## config.mk

```make
export PLATFORM = sky130hd
export DESIGN_NAME = lc3b_cpu
export DESIGN_NICKNAME = d
export VERILOG_FILES = /design/src/design/lc3b_types.sv /design/src/design/ir.sv /design/src/design/regfile.sv /design/src/design/alu.sv /design/src/design/datapath.sv /design/src/design/control.sv /design/src/design/lc3b_cpu.sv
export VERILOG_INCLUDE_DIRS = /design/src /design/src/design
export SDC_FILE = /design/constraint.sdc
export NUM_CORES = 1
export LEC_CHECK = 0
export ABC_AREA = 1
export BUFFER_PORTS_ARGS = -buffer_cell sky130_fd_sc_hd__buf_2
export CAP_MARGIN = 15
export CORE_MARGIN = 2
export CORE_UTILIZATION = 58
export DETAILED_ROUTE_END_ITERATION = 8
export PLACE_DENSITY = 0.85
export SLEW_MARGIN = 20
export SYNTH_ARGS = -nofsm -noshare
export SYNTH_HDL_FRONTEND = slang
export SYNTH_SLANG_ARGS = --single-unit
```

## constraint.sdc

```tcl
create_clock -name clk -period 4.3 [get_ports clk]
set_input_delay 0 -clock clk [delete_from_list [all_inputs] [get_ports clk]]
set_output_delay 0 -clock clk [all_outputs]
set_load 0.01 [all_outputs]
```

## src/design/lc3b_config.svh

```systemverilog
`ifndef LC3B_CONFIG_SVH
`define LC3B_CONFIG_SVH

`define LC3B_WIDTH 16
`define LC3B_NREGS 8
`define LC3B_RESET_PC 16'h0000

// Fetches of the same self-branch that mark the end of a program
`define LC3B_HALT_FETCHES 2

`endif

```

## src/design/lc3b_types.sv

```systemverilog
`default_nettype none

package lc3b_types;

    typedef logic [15:0] lc3b_word;
    typedef logic [2:0]  lc3b_reg;
    typedef logic [2:0]  lc3b_nzp;

    typedef enum logic [3:0] {
        op_br   = 4'h0, op_add  = 4'h1, op_ldb  = 4'h2, op_stb  = 4'h3,
        op_jsr  = 4'h4, op_and  = 4'h5, op_ldr  = 4'h6, op_str  = 4'h7,
        op_rti  = 4'h8, op_not  = 4'h9, op_ldi  = 4'ha, op_sti  = 4'hb,
        op_jmp  = 4'hc, op_shf  = 4'hd, op_lea  = 4'he, op_trap = 4'hf
    } lc3b_opcode;

    typedef logic [3:0]  lc3b_imm4;
    typedef logic [4:0]  lc3b_imm5;
    typedef logic [5:0]  lc3b_offset6;
    typedef logic [8:0]  lc3b_offset9;
    typedef logic [10:0] lc3b_offset11;

    typedef enum logic [2:0] {
        alu_add, alu_and, alu_not, alu_sll, alu_srl, alu_sra, alu_pass
    } lc3b_aluop;

    typedef enum logic [1:0] {
        pcmux_plus2, pcmux_bradd, pcmux_sr1
    } pcmux_sel_t;

    typedef enum logic [2:0] {
        alumux_sr2, alumux_sext5, alumux_adj6, alumux_zext4, alumux_sext6
    } alumux_sel_t;

    typedef enum logic [2:0] {
        regfilemux_alu, regfilemux_mdr, regfilemux_bradd, regfilemux_pc,
        regfilemux_mdr_byte
    } regfilemux_sel_t;

    typedef struct packed {
        logic            load_pc;
        logic            load_ir;
        logic            load_regfile;
        logic            load_mar;
        logic            load_mdr;
        logic            load_cc;
        logic            brmux_sel;     // 0 adj9, 1 adj11
        pcmux_sel_t      pcmux_sel;
        logic            storemux_sel;  // 0 sr2, 1 dest field
        logic            destmux_sel;   // 0 dest field, 1 R7
        alumux_sel_t     alumux_sel;
        regfilemux_sel_t regfilemux_sel;
        logic            marmux_sel;    // 0 alu, 1 pc
        logic            mdrmux_sel;    // 0 alu, 1 bus read data
        lc3b_aluop       aluop;
        logic            mem_byte;
    } dp_ctrl_t;

    typedef struct packed {
        lc3b_opcode opcode;
        logic       inst4;
        logic       inst5;
        logic       inst11;
        logic       branch_enable;
    } dp_status_t;

    typedef struct packed {
        logic        cyc;
        logic        stb;
        logic        we;
        logic [15:0] adr;
        logic [15:0] dat;
        logic [1:0]  sel;
    } wb_req_t;

    typedef struct packed {
        logic        ack;
        logic [15:0] dat;
    } wb_rsp_t;

endpackage : lc3b_types

`default_nettype wire

```

## src/design/ir.sv

```systemverilog
`timescale 1ns/1ps
`default_nettype none

module ir import lc3b_types::*; (
    input  logic         clk,
    input  logic         rst,
    input  logic         load,
    input  lc3b_word     in,
    output lc3b_opcode   opcode,
    output lc3b_reg      dest,
    output lc3b_reg      src1,
    output lc3b_reg      src2,
    output lc3b_imm4     imm4,
    output lc3b_imm5     imm5,
    output lc3b_offset6  offset6,
    output lc3b_offset9  offset9,
    output lc3b_offset11 offset11,
    output logic         inst4,
    output logic         inst5,
    output logic         inst11
);

    lc3b_word data;

    always_ff @(posedge clk) begin
        if (rst) begin
            data <= '0;
        end else if (load) begin
            data <= in;
        end
    end

    assign opcode   = lc3b_opcode'(data[15:12]);
    assign dest     = data[11:9];  // Also the nzp field of BR
    assign src1     = data[8:6];
    assign src2     = data[2:0];
    assign imm4     = data[3:0];
    assign imm5     = data[4:0];
    assign offset6  = data[5:0];
    assign offset9  = data[8:0];
    assign offset11 = data[10:0];
    assign inst4    = data[4];     // SHF direction
    assign inst5    = data[5];     // Immediate form, or SHF arithmetic
    assign inst11   = data[11];    // JSR versus JSRR

endmodule : ir

`default_nettype wire

```

## src/design/regfile.sv

```systemverilog
`timescale 1ns/1ps
`default_nettype none
`include "lc3b_config.svh"

module regfile import lc3b_types::*; (
    input  logic     clk,
    input  logic     rst,
    input  logic     load,
    input  lc3b_word in,
    input  lc3b_reg  src_a,
    input  lc3b_reg  src_b,
    input  lc3b_reg  dest,
    output lc3b_word reg_a,
    output lc3b_word reg_b
);

    logic [`LC3B_WIDTH-1:0] regs [`LC3B_NREGS];

    always_ff @(posedge clk) begin
        if (rst) begin
            for (int i = 0; i < `LC3B_NREGS; i++) begin
                regs[i] <= '0;
            end
        end else if (load) begin
            regs[dest] <= in;
        end
    end

    // Reads see the old value during a write to the same register
    assign reg_a = regs[src_a];
    assign reg_b = regs[src_b];

endmodule : regfile

`default_nettype wire

```

## src/design/alu.sv

```systemverilog
`timescale 1ns/1ps
`default_nettype none

module alu import lc3b_types::*; (
    input  lc3b_aluop aluop,
    input  lc3b_word  a,
    input  lc3b_word  b,
    output lc3b_word  f
);

    logic [3:0] shamt;

    assign shamt = b[3:0];  // SHF amount from imm4

    always_comb begin
        case (aluop)
            alu_add: f = a + b;
            alu_and: f = a & b;
            alu_not: f = ~a;
            alu_sll: f = a << shamt;
            alu_srl: f = a >> shamt;
            alu_sra: f = lc3b_word'($signed(a) >>> shamt);
            default: f = b;     // Pass
        endcase
    end

endmodule : alu

`default_nettype wire

```

## src/design/datapath.sv

```systemverilog
`timescale 1ns/1ps
`default_nettype none
`include "lc3b_config.svh"

module datapath import lc3b_types::*; (
    input  logic       clk,
    input  logic       rst,
    input  dp_ctrl_t   ctrl,
    input  lc3b_word   rdata,
    output lc3b_word   mem_adr,
    output lc3b_word   mem_wdata,
    output logic [1:0] mem_sel,
    output dp_status_t status
);

    lc3b_opcode   opcode;
    lc3b_reg      dest;
    lc3b_reg      src1;
    lc3b_reg      src2;
    lc3b_imm4     imm4;
    lc3b_imm5     imm5;
    lc3b_offset6  offset6;
    lc3b_offset9  offset9;
    lc3b_offset11 offset11;
    logic         inst4;
    logic         inst5;
    logic         inst11;

    lc3b_word pc;
    lc3b_word mar;
    lc3b_word mdr;
    lc3b_nzp  cc;
    lc3b_nzp  gencc;

    lc3b_word pc_plus2;
    lc3b_word adj6;
    lc3b_word adj9;
    lc3b_word adj11;
    lc3b_word sext5;
    lc3b_word sext6;
    lc3b_word zext4;
    lc3b_word bradd;
    lc3b_word reg_a;
    lc3b_word reg_b;
    lc3b_word alumux_out;
    lc3b_word alu_out;
    lc3b_word pcmux_out;
    lc3b_word regfilemux_out;
    lc3b_word mdr_byte;
    lc3b_reg  storemux_out;
    lc3b_reg  destmux_out;

    ir ir0 (
        .clk, .rst,
        .load(ctrl.load_ir),
        .in(mdr),
        .opcode, .dest, .src1, .src2,
        .imm4, .imm5, .offset6, .offset9, .offset11,
        .inst4, .inst5, .inst11
    );

    // Stores read the source register through port b
    assign storemux_out = ctrl.storemux_sel ? dest : src2;
    assign destmux_out  = ctrl.destmux_sel ? 3'b111 : dest;

    regfile regfile0 (
        .clk, .rst,
        .load(ctrl.load_regfile),
        .in(regfilemux_out),
        .src_a(src1),
        .src_b(storemux_out),
        .dest(destmux_out),
        .reg_a, .reg_b
    );

    assign sext5 = {{11{imm5[4]}}, imm5};
    assign sext6 = {{10{offset6[5]}}, offset6};
    assign zext4 = {12'b0, imm4};
    assign adj6  = {{9{offset6[5]}}, offset6, 1'b0};
    assign adj9  = {{6{offset9[8]}}, offset9, 1'b0};
    assign adj11 = {{4{offset11[10]}}, offset11, 1'b0};

    always_comb begin
        case (ctrl.alumux_sel)
            alumux_sext5: alumux_out = sext5;
            alumux_adj6:  alumux_out = adj6;
            alumux_zext4: alumux_out = zext4;
            alumux_sext6: alumux_out = sext6;
            default:      alumux_out = reg_b;
        endcase
    end

    alu alu0 (
        .aluop(ctrl.aluop),
        .a(reg_a),
        .b(alumux_out),
        .f(alu_out)
    );

    assign pc_plus2 = pc + 16'd2;
    assign bradd    = pc + (ctrl.brmux_sel ? adj11 : adj9);

    always_comb begin
        case (ctrl.pcmux_sel)
            pcmux_bradd: pcmux_out = bradd;
            pcmux_sr1:   pcmux_out = reg_a;
            default:     pcmux_out = pc_plus2;
        endcase
    end

    always_ff @(posedge clk) begin
        if (rst) begin
            pc <= `LC3B_RESET_PC;
            cc <= '0;
        end else begin
            if (ctrl.load_pc) begin
                pc <= pcmux_out;
            end
            if (ctrl.load_cc) begin
                cc <= gencc;
            end
        end
    end

    always_ff @(posedge clk) begin
        if (ctrl.load_mar) begin
            mar <= ctrl.marmux_sel ? pc : alu_out;
        end
        if (ctrl.load_mdr) begin
            mdr <= ctrl.mdrmux_sel ? rdata : alu_out;
        end
    end

    assign mdr_byte = mar[0] ? {8'b0, mdr[15:8]} : {8'b0, mdr[7:0]};

    always_comb begin
        case (ctrl.regfilemux_sel)
            regfilemux_mdr:      regfilemux_out = mdr;
            regfilemux_bradd:    regfilemux_out = bradd;
            regfilemux_pc:       regfilemux_out = pc;
            regfilemux_mdr_byte: regfilemux_out = mdr_byte;
            default:             regfilemux_out = alu_out;
        endcase
    end

    assign gencc = {regfilemux_out[15], regfilemux_out == '0,
                    !regfilemux_out[15] && regfilemux_out != '0};

    // Bus request fields, byte lane picked by address bit 0
    assign mem_adr   = mar;
    assign mem_wdata = ctrl.mem_byte ? {2{mdr[7:0]}} : mdr;
    assign mem_sel   = ctrl.mem_byte ? (mar[0] ? 2'b10 : 2'b01) : 2'b11;

    assign status.opcode        = opcode;
    assign status.inst4         = inst4;
    assign status.inst5         = inst5;
    assign status.inst11        = inst11;
    assign status.branch_enable = |(dest & cc);

    // Word addresses from fetch, LDR and STR land on an even address
    a_word_aligned: assert property (@(posedge clk) disable iff (rst)
        ctrl.load_mar && !ctrl.mem_byte |=> !mem_adr[0]);

endmodule : datapath

`default_nettype wire

```

## src/design/control.sv

```systemverilog
`timescale 1ns/1ps
`default_nettype none

module control import lc3b_types::*; (
    input  logic       clk,
    input  logic       rst,
    input  dp_status_t status,
    input  logic       ack,
    output dp_ctrl_t   ctrl,
    output logic       cyc,
    output logic       stb,
    output logic       we
);

    typedef enum logic [3:0] {
        s_fetch1, s_fetch2, s_fetch3, s_decode,
        s_alu, s_br, s_jmp, s_jsr, s_lea,
        s_calc_addr, s_ld_mem, s_ld_wb, s_st_mdr, s_st_mem
    } state_t;

    state_t     state;
    state_t     next_state;
    logic       byte_op;
    logic [5:0] loads;

    assign byte_op = status.opcode inside {op_ldb, op_stb};

    always_ff @(posedge clk) begin
        if (rst) begin
            state <= s_fetch1;
        end else begin
            state <= next_state;
        end
    end

    assign cyc = state inside {s_fetch2, s_ld_mem, s_st_mem};
    assign stb = cyc;
    assign we  = state == s_st_mem;

    always_comb begin
        ctrl       = '0;
        next_state = state;
        case (state)
            s_fetch1: begin
                ctrl.marmux_sel = 1'b1;
                ctrl.load_mar   = 1'b1;
                ctrl.load_pc    = 1'b1;  // PC + 2
                next_state      = s_fetch2;
            end
            s_fetch2: begin
                ctrl.mdrmux_sel = 1'b1;
                ctrl.load_mdr   = ack;
                if (ack) next_state = s_fetch3;
            end
            s_fetch3: begin
                ctrl.load_ir = 1'b1;
                next_state   = s_decode;
            end
            s_decode: begin
                case (status.opcode)
                    op_add, op_and, op_not, op_shf: next_state = s_alu;
                    op_br:                          next_state = s_br;
                    op_jmp:                         next_state = s_jmp;
                    op_jsr:                         next_state = s_jsr;
                    op_lea:                         next_state = s_lea;
                    op_ldr, op_ldb, op_str, op_stb: next_state = s_calc_addr;
                    default:                        next_state = s_fetch1;
                endcase
            end
            s_alu: begin
                ctrl.load_regfile = 1'b1;
                ctrl.load_cc      = 1'b1;
                ctrl.alumux_sel   = status.inst5 ? alumux_sext5 : alumux_sr2;
                case (status.opcode)
                    op_add: ctrl.aluop = alu_add;
                    op_and: ctrl.aluop = alu_and;
                    op_not: ctrl.aluop = alu_not;
                    default: begin
                        ctrl.alumux_sel = alumux_zext4;
                        if (!status.inst4) ctrl.aluop = alu_sll;
                        else if (status.inst5) ctrl.aluop = alu_sra;
                        else ctrl.aluop = alu_srl;
                    end
                endcase
                next_state = s_fetch1;
            end
            s_br: begin
                ctrl.pcmux_sel = pcmux_bradd;
                ctrl.load_pc   = status.branch_enable;
                next_state     = s_fetch1;
            end
            s_jmp: begin
                ctrl.pcmux_sel = pcmux_sr1;
                ctrl.load_pc   = 1'b1;
                next_state     = s_fetch1;
            end
            s_jsr: begin
                ctrl.destmux_sel    = 1'b1;
                ctrl.regfilemux_sel = regfilemux_pc;
                ctrl.load_regfile   = 1'b1;
                ctrl.brmux_sel      = 1'b1;
                ctrl.pcmux_sel      = status.inst11 ? pcmux_bradd : pcmux_sr1;
                ctrl.load_pc        = 1'b1;
                next_state          = s_fetch1;
            end
            s_lea: begin
                ctrl.regfilemux_sel = regfilemux_bradd;
                ctrl.load_regfile   = 1'b1;
                ctrl.load_cc        = 1'b1;
                next_state          = s_fetch1;
            end
            s_calc_addr: begin
                ctrl.alumux_sel = byte_op ? alumux_sext6 : alumux_adj6;
                ctrl.aluop      = alu_add;
                ctrl.load_mar   = 1'b1;
                ctrl.mem_byte   = byte_op;
                if (status.opcode inside {op_str, op_stb}) next_state = s_st_mdr;
                else next_state = s_ld_mem;
            end
            s_ld_mem: begin
                ctrl.mem_byte   = byte_op;
                ctrl.mdrmux_sel = 1'b1;
                ctrl.load_mdr   = ack;
                if (ack) next_state = s_ld_wb;
            end
            s_ld_wb: begin
                ctrl.mem_byte       = byte_op;
                ctrl.regfilemux_sel = byte_op ? regfilemux_mdr_byte : regfilemux_mdr;
                ctrl.load_regfile   = 1'b1;
                ctrl.load_cc        = 1'b1;
                next_state          = s_fetch1;
            end
            s_st_mdr: begin
                ctrl.mem_byte     = byte_op;
                ctrl.storemux_sel = 1'b1;
                ctrl.alumux_sel   = alumux_sr2;
                ctrl.aluop        = alu_pass;
                ctrl.load_mdr     = 1'b1;
                next_state        = s_st_mem;
            end
            s_st_mem: begin
                ctrl.mem_byte = byte_op;
                if (ack) next_state = s_fetch1;
            end
            default: next_state = s_fetch1;
        endcase
    end

    assign loads = {ctrl.load_pc, ctrl.load_ir, ctrl.load_regfile,
                    ctrl.load_mar, ctrl.load_mdr, ctrl.load_cc};

    // The cycle ends in the state after ack
    a_drop_after_ack: assert property (@(posedge clk) disable iff (rst)
        cyc && ack |=> !cyc && !stb);

    // A write always follows the MDR load of the same store
    a_we_store: assert property (@(posedge clk) disable iff (rst)
        $rose(we) |-> $past(ctrl.load_mdr && !ctrl.mdrmux_sel));

    // Nothing moves while the slave stalls, and the request stays up
    a_hold_on_wait: assert property (@(posedge clk) disable iff (rst)
        cyc && !ack |-> loads == '0 ##1 cyc);

endmodule : control

`default_nettype wire

```

## src/design/lc3b_cpu.sv

```systemverilog
`timescale 1ns/1ps
`default_nettype none

module lc3b_cpu import lc3b_types::*; (
    input  logic    clk,
    input  logic    rst,
    input  wb_rsp_t wb_i,
    output wb_req_t wb_o
);

    dp_ctrl_t   ctrl;
    dp_status_t status;
    lc3b_word   mem_adr;
    lc3b_word   mem_wdata;
    logic [1:0] mem_sel;
    logic       cyc;
    logic       stb;
    logic       we;

    control control0 (
        .clk, .rst,
        .status,
        .ack(wb_i.ack),
        .ctrl,
        .cyc, .stb, .we
    );

    datapath datapath0 (
        .clk, .rst,
        .ctrl,
        .rdata(wb_i.dat),
        .mem_adr, .mem_wdata, .mem_sel,
        .status
    );

    assign wb_o.cyc = cyc;
    assign wb_o.stb = stb;
    assign wb_o.we  = we;
    assign wb_o.adr = mem_adr;
    assign wb_o.dat = mem_wdata;
    assign wb_o.sel = mem_sel;

endmodule : lc3b_cpu

`default_nettype wire

```

==> reports/qor.txt, run 1 <==
Status: finished, final reports clean
Gpl congestion: 1.04
Iteration-0 DRC Markers: 3068
Total congestion overflow: 0
Syn-to-layout area delta: 20.3%
Core Region: 25900 sq um
Clock Sinks: 206
Finished Layout Cells: 2706
Worst Hold Slack: 135 ps
# nets final: 2410
Row cnt: 59
P_sw: 9.72 mW
Most frequent cell after synthesis: nand2_1
Worst EP arrival: 4720 ps
Pwr Density: 984 nW/um^2
Final setup vio count: 0
Clk buf depth: 3
R2R setup slack: 20 ps
MaxCap Viol Count: 0
DPL Wire Length: 43.2 mm
Min Tclk post-route: 4280 ps
Synth async-reset ratio: 0%
Clock buffer count from CTS: 24
Total negative slack: 0 ps
Die span in y: 166 um
Post-Syn Area: 15200 sq um
DRC: 0
Final Core Density: 70.8%
Gate count of the mapped netlist: 2186
Startpoint class of the critical path: flip-flop
Dominant synthesized flop cell: edfxtp_1
Synth warn: 0
Pint: 8.33 mW
IO Port Bufs: 55
First-pass GRT wire length: 90.5 mm
Max_slew headroom: 39.9%
Layout cell share with drive strength beyond 1: 17.8%
Drt total wl: 60.9 mm
Die width: 166 um
Crit share post-route: 99.5%
Seq pwr share: 16.9%
Crit path largest cell delay: 350 ps
Final Hold Fails: 0
Post-DRT Antenna Nets: 0
Reg clk slew, reported paths: 60 ps
Drt wl/cell: 22.5 um
Crit path top cell by count: nand2_2
Placed cells: 2622
Peak supply drop: 0.538 mV
Slowest-stage cell, CP: dfxtp_4
H-tree depth: 1
Pin count of the biggest net entering global routing: 87
Hold Path Class: in -> reg
Clock network power share: 11.5%
Vias in the first global route: 15800
Net Sw Frac: 53.9%
GRT Overall Usage: 42.1%
Design area: 18300 sq um
Post-synth top area cell: edfxtp_1
RSZ-0062 raised after global routing: yes
Slew at the pin with the worst max-slew slack: 900 ps
Post-synth net total: 2242
Ranking of synthesized cells by area: edfxtp_1 (32%), nand2_1 (16%), nand3_1 (9.8%)
Logic pwr share: 71.6%
I/O pin cnt: 56
CP required: 4740 ps
Filler cells: 2096
Slew Limit Fails: 0
#FFs+latches synth: 206
TritonRoute pass-1 iters: 8
Initial antenna violation count: 1
Syn Area/Cell: 6.97 sq um
Vias: 17300
Crit end category: flip-flop
CTS root buffer: clkbuf_16
Distinct cells, synth: 55
CTS tree: done
Share of the synthesized area in the top cell type: 31.5%
Post-synth EDFFs: 160
Cell area after placement: 16700 sq um
Max FO, Critical Path: 7
Clk_lat worst skew: 560 ps
Starting Density: 58.8%
Critical path class: reg -> reg
Leak Pwr: 8.19 nW
Commonest cells post-synth: nand2_1 (631), nand3_1 (297), nor2_1 (212)
Max Clock Skew: 29.4 ps
Post-synthesis sequential area ratio: 37.6%
Max Freq: 0.234 GHz
Via density: 6.40
Full die area: 27600 sq um
repair_timing:
action,CTS,global route
endpoints found under the hold margin,28,0
setup endpoints to repair,48,103
buffers inserted,4,17
gates resized for setup,15,99
pin swaps,2,42
hold buffers,18,0
cloned,0,3
worst max-delay path, delay by kind of cell (launching register included):
kind / cells / cell delay, ps
flip-flops: 1 / 350
adder cells (fa/ha/maj): 1 / 210
buffers and inverters: 5 / 660
AO/OA/AOI/OAI: 7 / 1070
XOR/XNOR: 1 / 180
AND/OR/NAND/NOR: 16 / 1680
layout make-up:
| class | count | area (sq um) | share of cell area, % |
|---|---|---|---|
| tap | 335 | 419 | 2.29 |
| multi-input combinational | 1655 | 8560 | 46.7 |
| timing repair buffer | 253 | 2020 | 11.0 |
| inverter | 214 | 816 | 4.45 |
| sequential | 206 | 5740 | 31.3 |
| clock inverter | 14 | 174 | 0.948 |
| clock buffer | 28 | 616 | 3.36 |
| antenna | 1 | 2.50 | 0.0136 |
sequential cells by signal, summed over array words and instances (netlist names), named ones only:
signal and cells:
control0.state 4, datapath0.cc 3, datapath0.ir0.data 16, datapath0.mdr 16, datapath0.mem_adr 16, datapath0.pc 16
datapath0.regfile0.regs 128
metrics by stage:
| step | power [mW] | worst slack (ps) |
|---|---|---|
| final | 18.0 | 23.4 |
| after global routing | 19.0 | -209 |
| after CTS | 16.7 | -13.1 |
| after detailed placement | 14.5 | -314 |
| after global placement | 14.4 | -205 |
| after floorplan | 9.72 | 142 |
metal layers:
layer | up-vias | track usage (%) | part of all wire (%)
met3 | 274 | 11.4 | 15
met1 | 7893 | 56.8 | 36
met4 | 4 | 20.5 | 5.9
li1 | 7695 | - | -
met5 | - | 0 | 0.043
met2 | 1441 | 62.7 | 43
cell families (layout without fill, tap and decap cells):
family / after synthesis / count (layout) / share of synthesized area (%)
other: 0 / 1 / 0
flip-flops: 206 / 206 / 37.6
AND/OR/NAND/NOR: 1226 / 1227 / 34.7
buffers and inverters: 326 / 509 / 9.08
XOR/XNOR: 15 / 15 / 0.862
adder cells (fa/ha/maj): 37 / 37 / 3.14
AO/OA/AOI/OAI: 376 / 376 / 14.7
worst paths after layout:
check | start | to | cells past startpoint
max | control0.state[0] | datapath0.cc[0] | 30
min | wb_i[12] | datapath0.mdr[12] | 3
max reg2reg | control0.state[0] | datapath0.cc[0] | 30
min reg2reg | datapath0.cc[2] | datapath0.cc[2] | 2
placed cells by master (no fill, tap or decap), drive strengths merged, types with 12 or more instances in the layout:
master       instances
ha                  35
xor2                12
clkbuf              30
a21oi              124
buf                233
o211ai              31
dfxtp               46
nor2               220
nor3                19
o21ai              140
dlygate4sd3         18
edfxtp             160
a31oi               12
nand3              311
inv                203
a221oi              14
nand2              661
clkinv              20
power groups by stage:
stage	registers [mW]	logic [mW]	clock network, mW
2_1_floorplan	2.94	6.78	0
3_3_place_gp	3.04	11.3	0
3_5_place_dp	3.05	11.5	0
4_1_cts	3.01	11.7	2.06
5_1_grt	3.07	13.8	2.14
6_report	3.05	12.9	2.07
(Power assumes the default switching activity.)
==> run 2: changes to the inputs <==
--- a/config.mk
+++ b/config.mk
@@ -14,3 +14,3 @@
 export DETAILED_ROUTE_END_ITERATION = 8
-export PLACE_DENSITY = 0.85
+export PLACE_DENSITY = 0.78
 export SLEW_MARGIN = 20
--- a/constraint.sdc
+++ b/constraint.sdc
@@ -3,2 +3,2 @@
 set_output_delay 0 -clock clk [all_outputs]
-set_load 0.01 [all_outputs]
+set_load 0.005 [all_outputs]
==> reports/qor.txt, run 2 (same netlist as run 1, synthesis figures left out) <==
Crit end category: flip-flop (unchanged)
Clk buf depth: 3 (unchanged)
CP required: 4580 ps (was 4740 ps)
TritonRoute pass-1 iters: 6 (was 8)
Reg clk slew, reported paths: 60 ps (about the same)
Vias: 17100 (was 17300)
Die width: 166 um (unchanged)
Max Freq: 0.234 GHz (about the same)
Full die area: 27600 sq um (unchanged)
MaxCap Viol Count: 0 (unchanged)
Via density: 6.37 (was 6.40)
Max FO, Critical Path: 8 (was 7)
Post-DRT Antenna Nets: 0 (unchanged)
Slew at the pin with the worst max-slew slack: 952 ps (was 900 ps)
CTS tree: done (unchanged)
CTS root buffer: clkbuf_16 (unchanged)
Final Core Density: 69.7% (was 70.8%)
Worst EP arrival: 4550 ps (was 4720 ps)
Drt total wl: 61.1 mm (was 60.9 mm)
Starting Density: 58.8% (unchanged)
Total negative slack: 0 ps (unchanged)
Startpoint class of the critical path: flip-flop (unchanged)
Number of flip-flops in the largest register: 128 (unchanged)
Vias in the first global route: 15700 (was 15800)
GRT Overall Usage: 42.8% (was 42.1%)
Crit path largest cell delay: 360 ps (was 350 ps)
Initial antenna violation count: 1 (unchanged)
Leak Pwr: 8.04 nW (was 8.19 nW)
Total congestion overflow: 0 (unchanged)
Crit share post-route: 99.3% (was 99.5%)
Status: finished, final reports clean (unchanged)
Max Clock Skew: 23.2 ps (was 29.4 ps)
Min Tclk post-route: 4270 ps (was 4280 ps)
Final setup vio count: 0 (unchanged)
RSZ-0062 raised after global routing: yes (unchanged)
Drt wl/cell: 22.8 um (was 22.5 um)
Layout cell share with drive strength beyond 1: 16.3% (was 17.8%)
DPL Wire Length: 43.6 mm (was 43.2 mm)
Commonest cells after routing, fill and taps aside: nand2_1 (620), nand3_1 (286), nor2_1 (208) (was nand2_1 (617), nand3_1 (284), nor2_1 (202))
Clk_lat worst skew: 550 ps (was 560 ps)
Core Region: 25900 sq um (unchanged)
Commonest non-fill, non-tap cell in the layout: nand2_1 (unchanged)
Peak supply drop: 0.619 mV (was 0.538 mV)
Final Hold Fails: 0 (unchanged)
I/O pin cnt: 56 (unchanged)
Reg area: 5740 sq um (unchanged)
IO Port Bufs: 55 (unchanged)
Critical path class: reg -> reg (unchanged)
Largest Register: datapath0.regfile0.regs (unchanged)
Slowest-stage cell, CP: dfxtp_4 (unchanged)
Syn-to-layout area delta: 18.5% (was 20.3%)
Clock buffer count from CTS: 24 (unchanged)
Gpl congestion: 1.09 (was 1.04)
Multi-input logic area: 8430 sq um (was 8560 sq um)
Hold Path Class: in -> reg (unchanged)
Crit path top cell by count: nand2_1 (was nand2_2)
Max_slew headroom: 36.4% (was 39.9%)
Pin count of the biggest net entering global routing: 62 (was 87)
DRC: 0 (unchanged)
Filler cells: 2193 (was 2096)
Total power: 17.3 mW (was 18.0 mW)
# nets final: 2388 (was 2410)
Slew Limit Fails: 0 (unchanged)
First-pass GRT wire length: 91.2 mm (was 90.5 mm)
Pwr Density: 959 nW/um^2 (was 984 nW/um^2)
Clock Sinks: 206 (unchanged)
Die span in y: 166 um (unchanged)
N_diodes: 0 (was 1)
Iteration-0 DRC Markers: 3146 (was 3068)
H-tree depth: 1 (unchanged)
Row cnt: 59 (unchanged)
-- run 2: worst max-delay path: cells and delay by family, from the launching register on --
family / cells / cell delay, ps
adders and majority gates: 1 / 220
buffers and inverters: 5 / 910
xor gates and xnor gates: 1 / 160
AOI/OAI and AO/OA: 6 / 1200
and+or+nand+nor: 13 / 1150
DFF: 1 / 360
-- run 2: power by group --
part           switching (mW)  total (mW)  internal [mW]
clock network           0.869        2.08           1.21
logic                    8.18        12.2           3.98
registers               0.406        3.08           2.68
total                    9.46        17.3           7.88
-- run 2: per-stage QoR --
step | setup slack [ps] | instances | hold slack (ps) | instance area (sq um)
2_1_floorplan | 142 | 2186 | 91.6 | 15200
3_3_place_gp | -155 | 2601 | 282 | 16500
3_5_place_dp | -212 | 2601 | 292 | 16500
4_1_cts | 7.62 | 2670 | 292 | 17600
5_1_grt | -204 | 2684 | 322 | 18100
6_report | 29.6 | 2684 | 303 | 18100
-- run 2: per-layer routing --
layer | GRT usage, % | vias up | wire, um
met2 | 63.5 | 1371 | 25900
met5 | 0 | - | 8
met3 | 10.5 | 280 | 8810
met1 | 58.8 | 7807 | 22800
met4 | 20.7 | 2 | 3670
li1 | - | 7650 | -
-- run 2: repair_timing --
action | in CTS | in global routing
hold endpoints to repair | 28 | 0
setup endpoints to repair | 10 | 90
gates cloned | 2 | 2
hold buffers | 19 | 0
gates resized for setup | 12 | 72
setup buffers | 5 | 12
pin swaps | 5 | 41
-- run 2: layout make-up --
class	instances	share of cell area (%)
repair buffers	231	10.4
flip-flops and latches	206	31.7
multi-input cells	1655	46.6
inverters	214	4.56
clock buffers	30	3.45
clock inverters	13	0.914
well taps	335	2.32
-- run 2: final timing paths --
| kind | end | start | slack [ps] | cells past startpoint |
|---|---|---|---|---|
| hold reg to reg | datapath0.cc[0] | datapath0.cc[0] | 500 | 2 |
| setup reg to reg | datapath0.regfile0.regs[3][8] | control0.state[0] | 30 | 26 |
| setup / recovery | datapath0.regfile0.regs[3][8] | control0.state[0] | 30 | 26 |
| hold / removal | datapath0.mdr[13] | wb_i[13] | 300 | 4 |
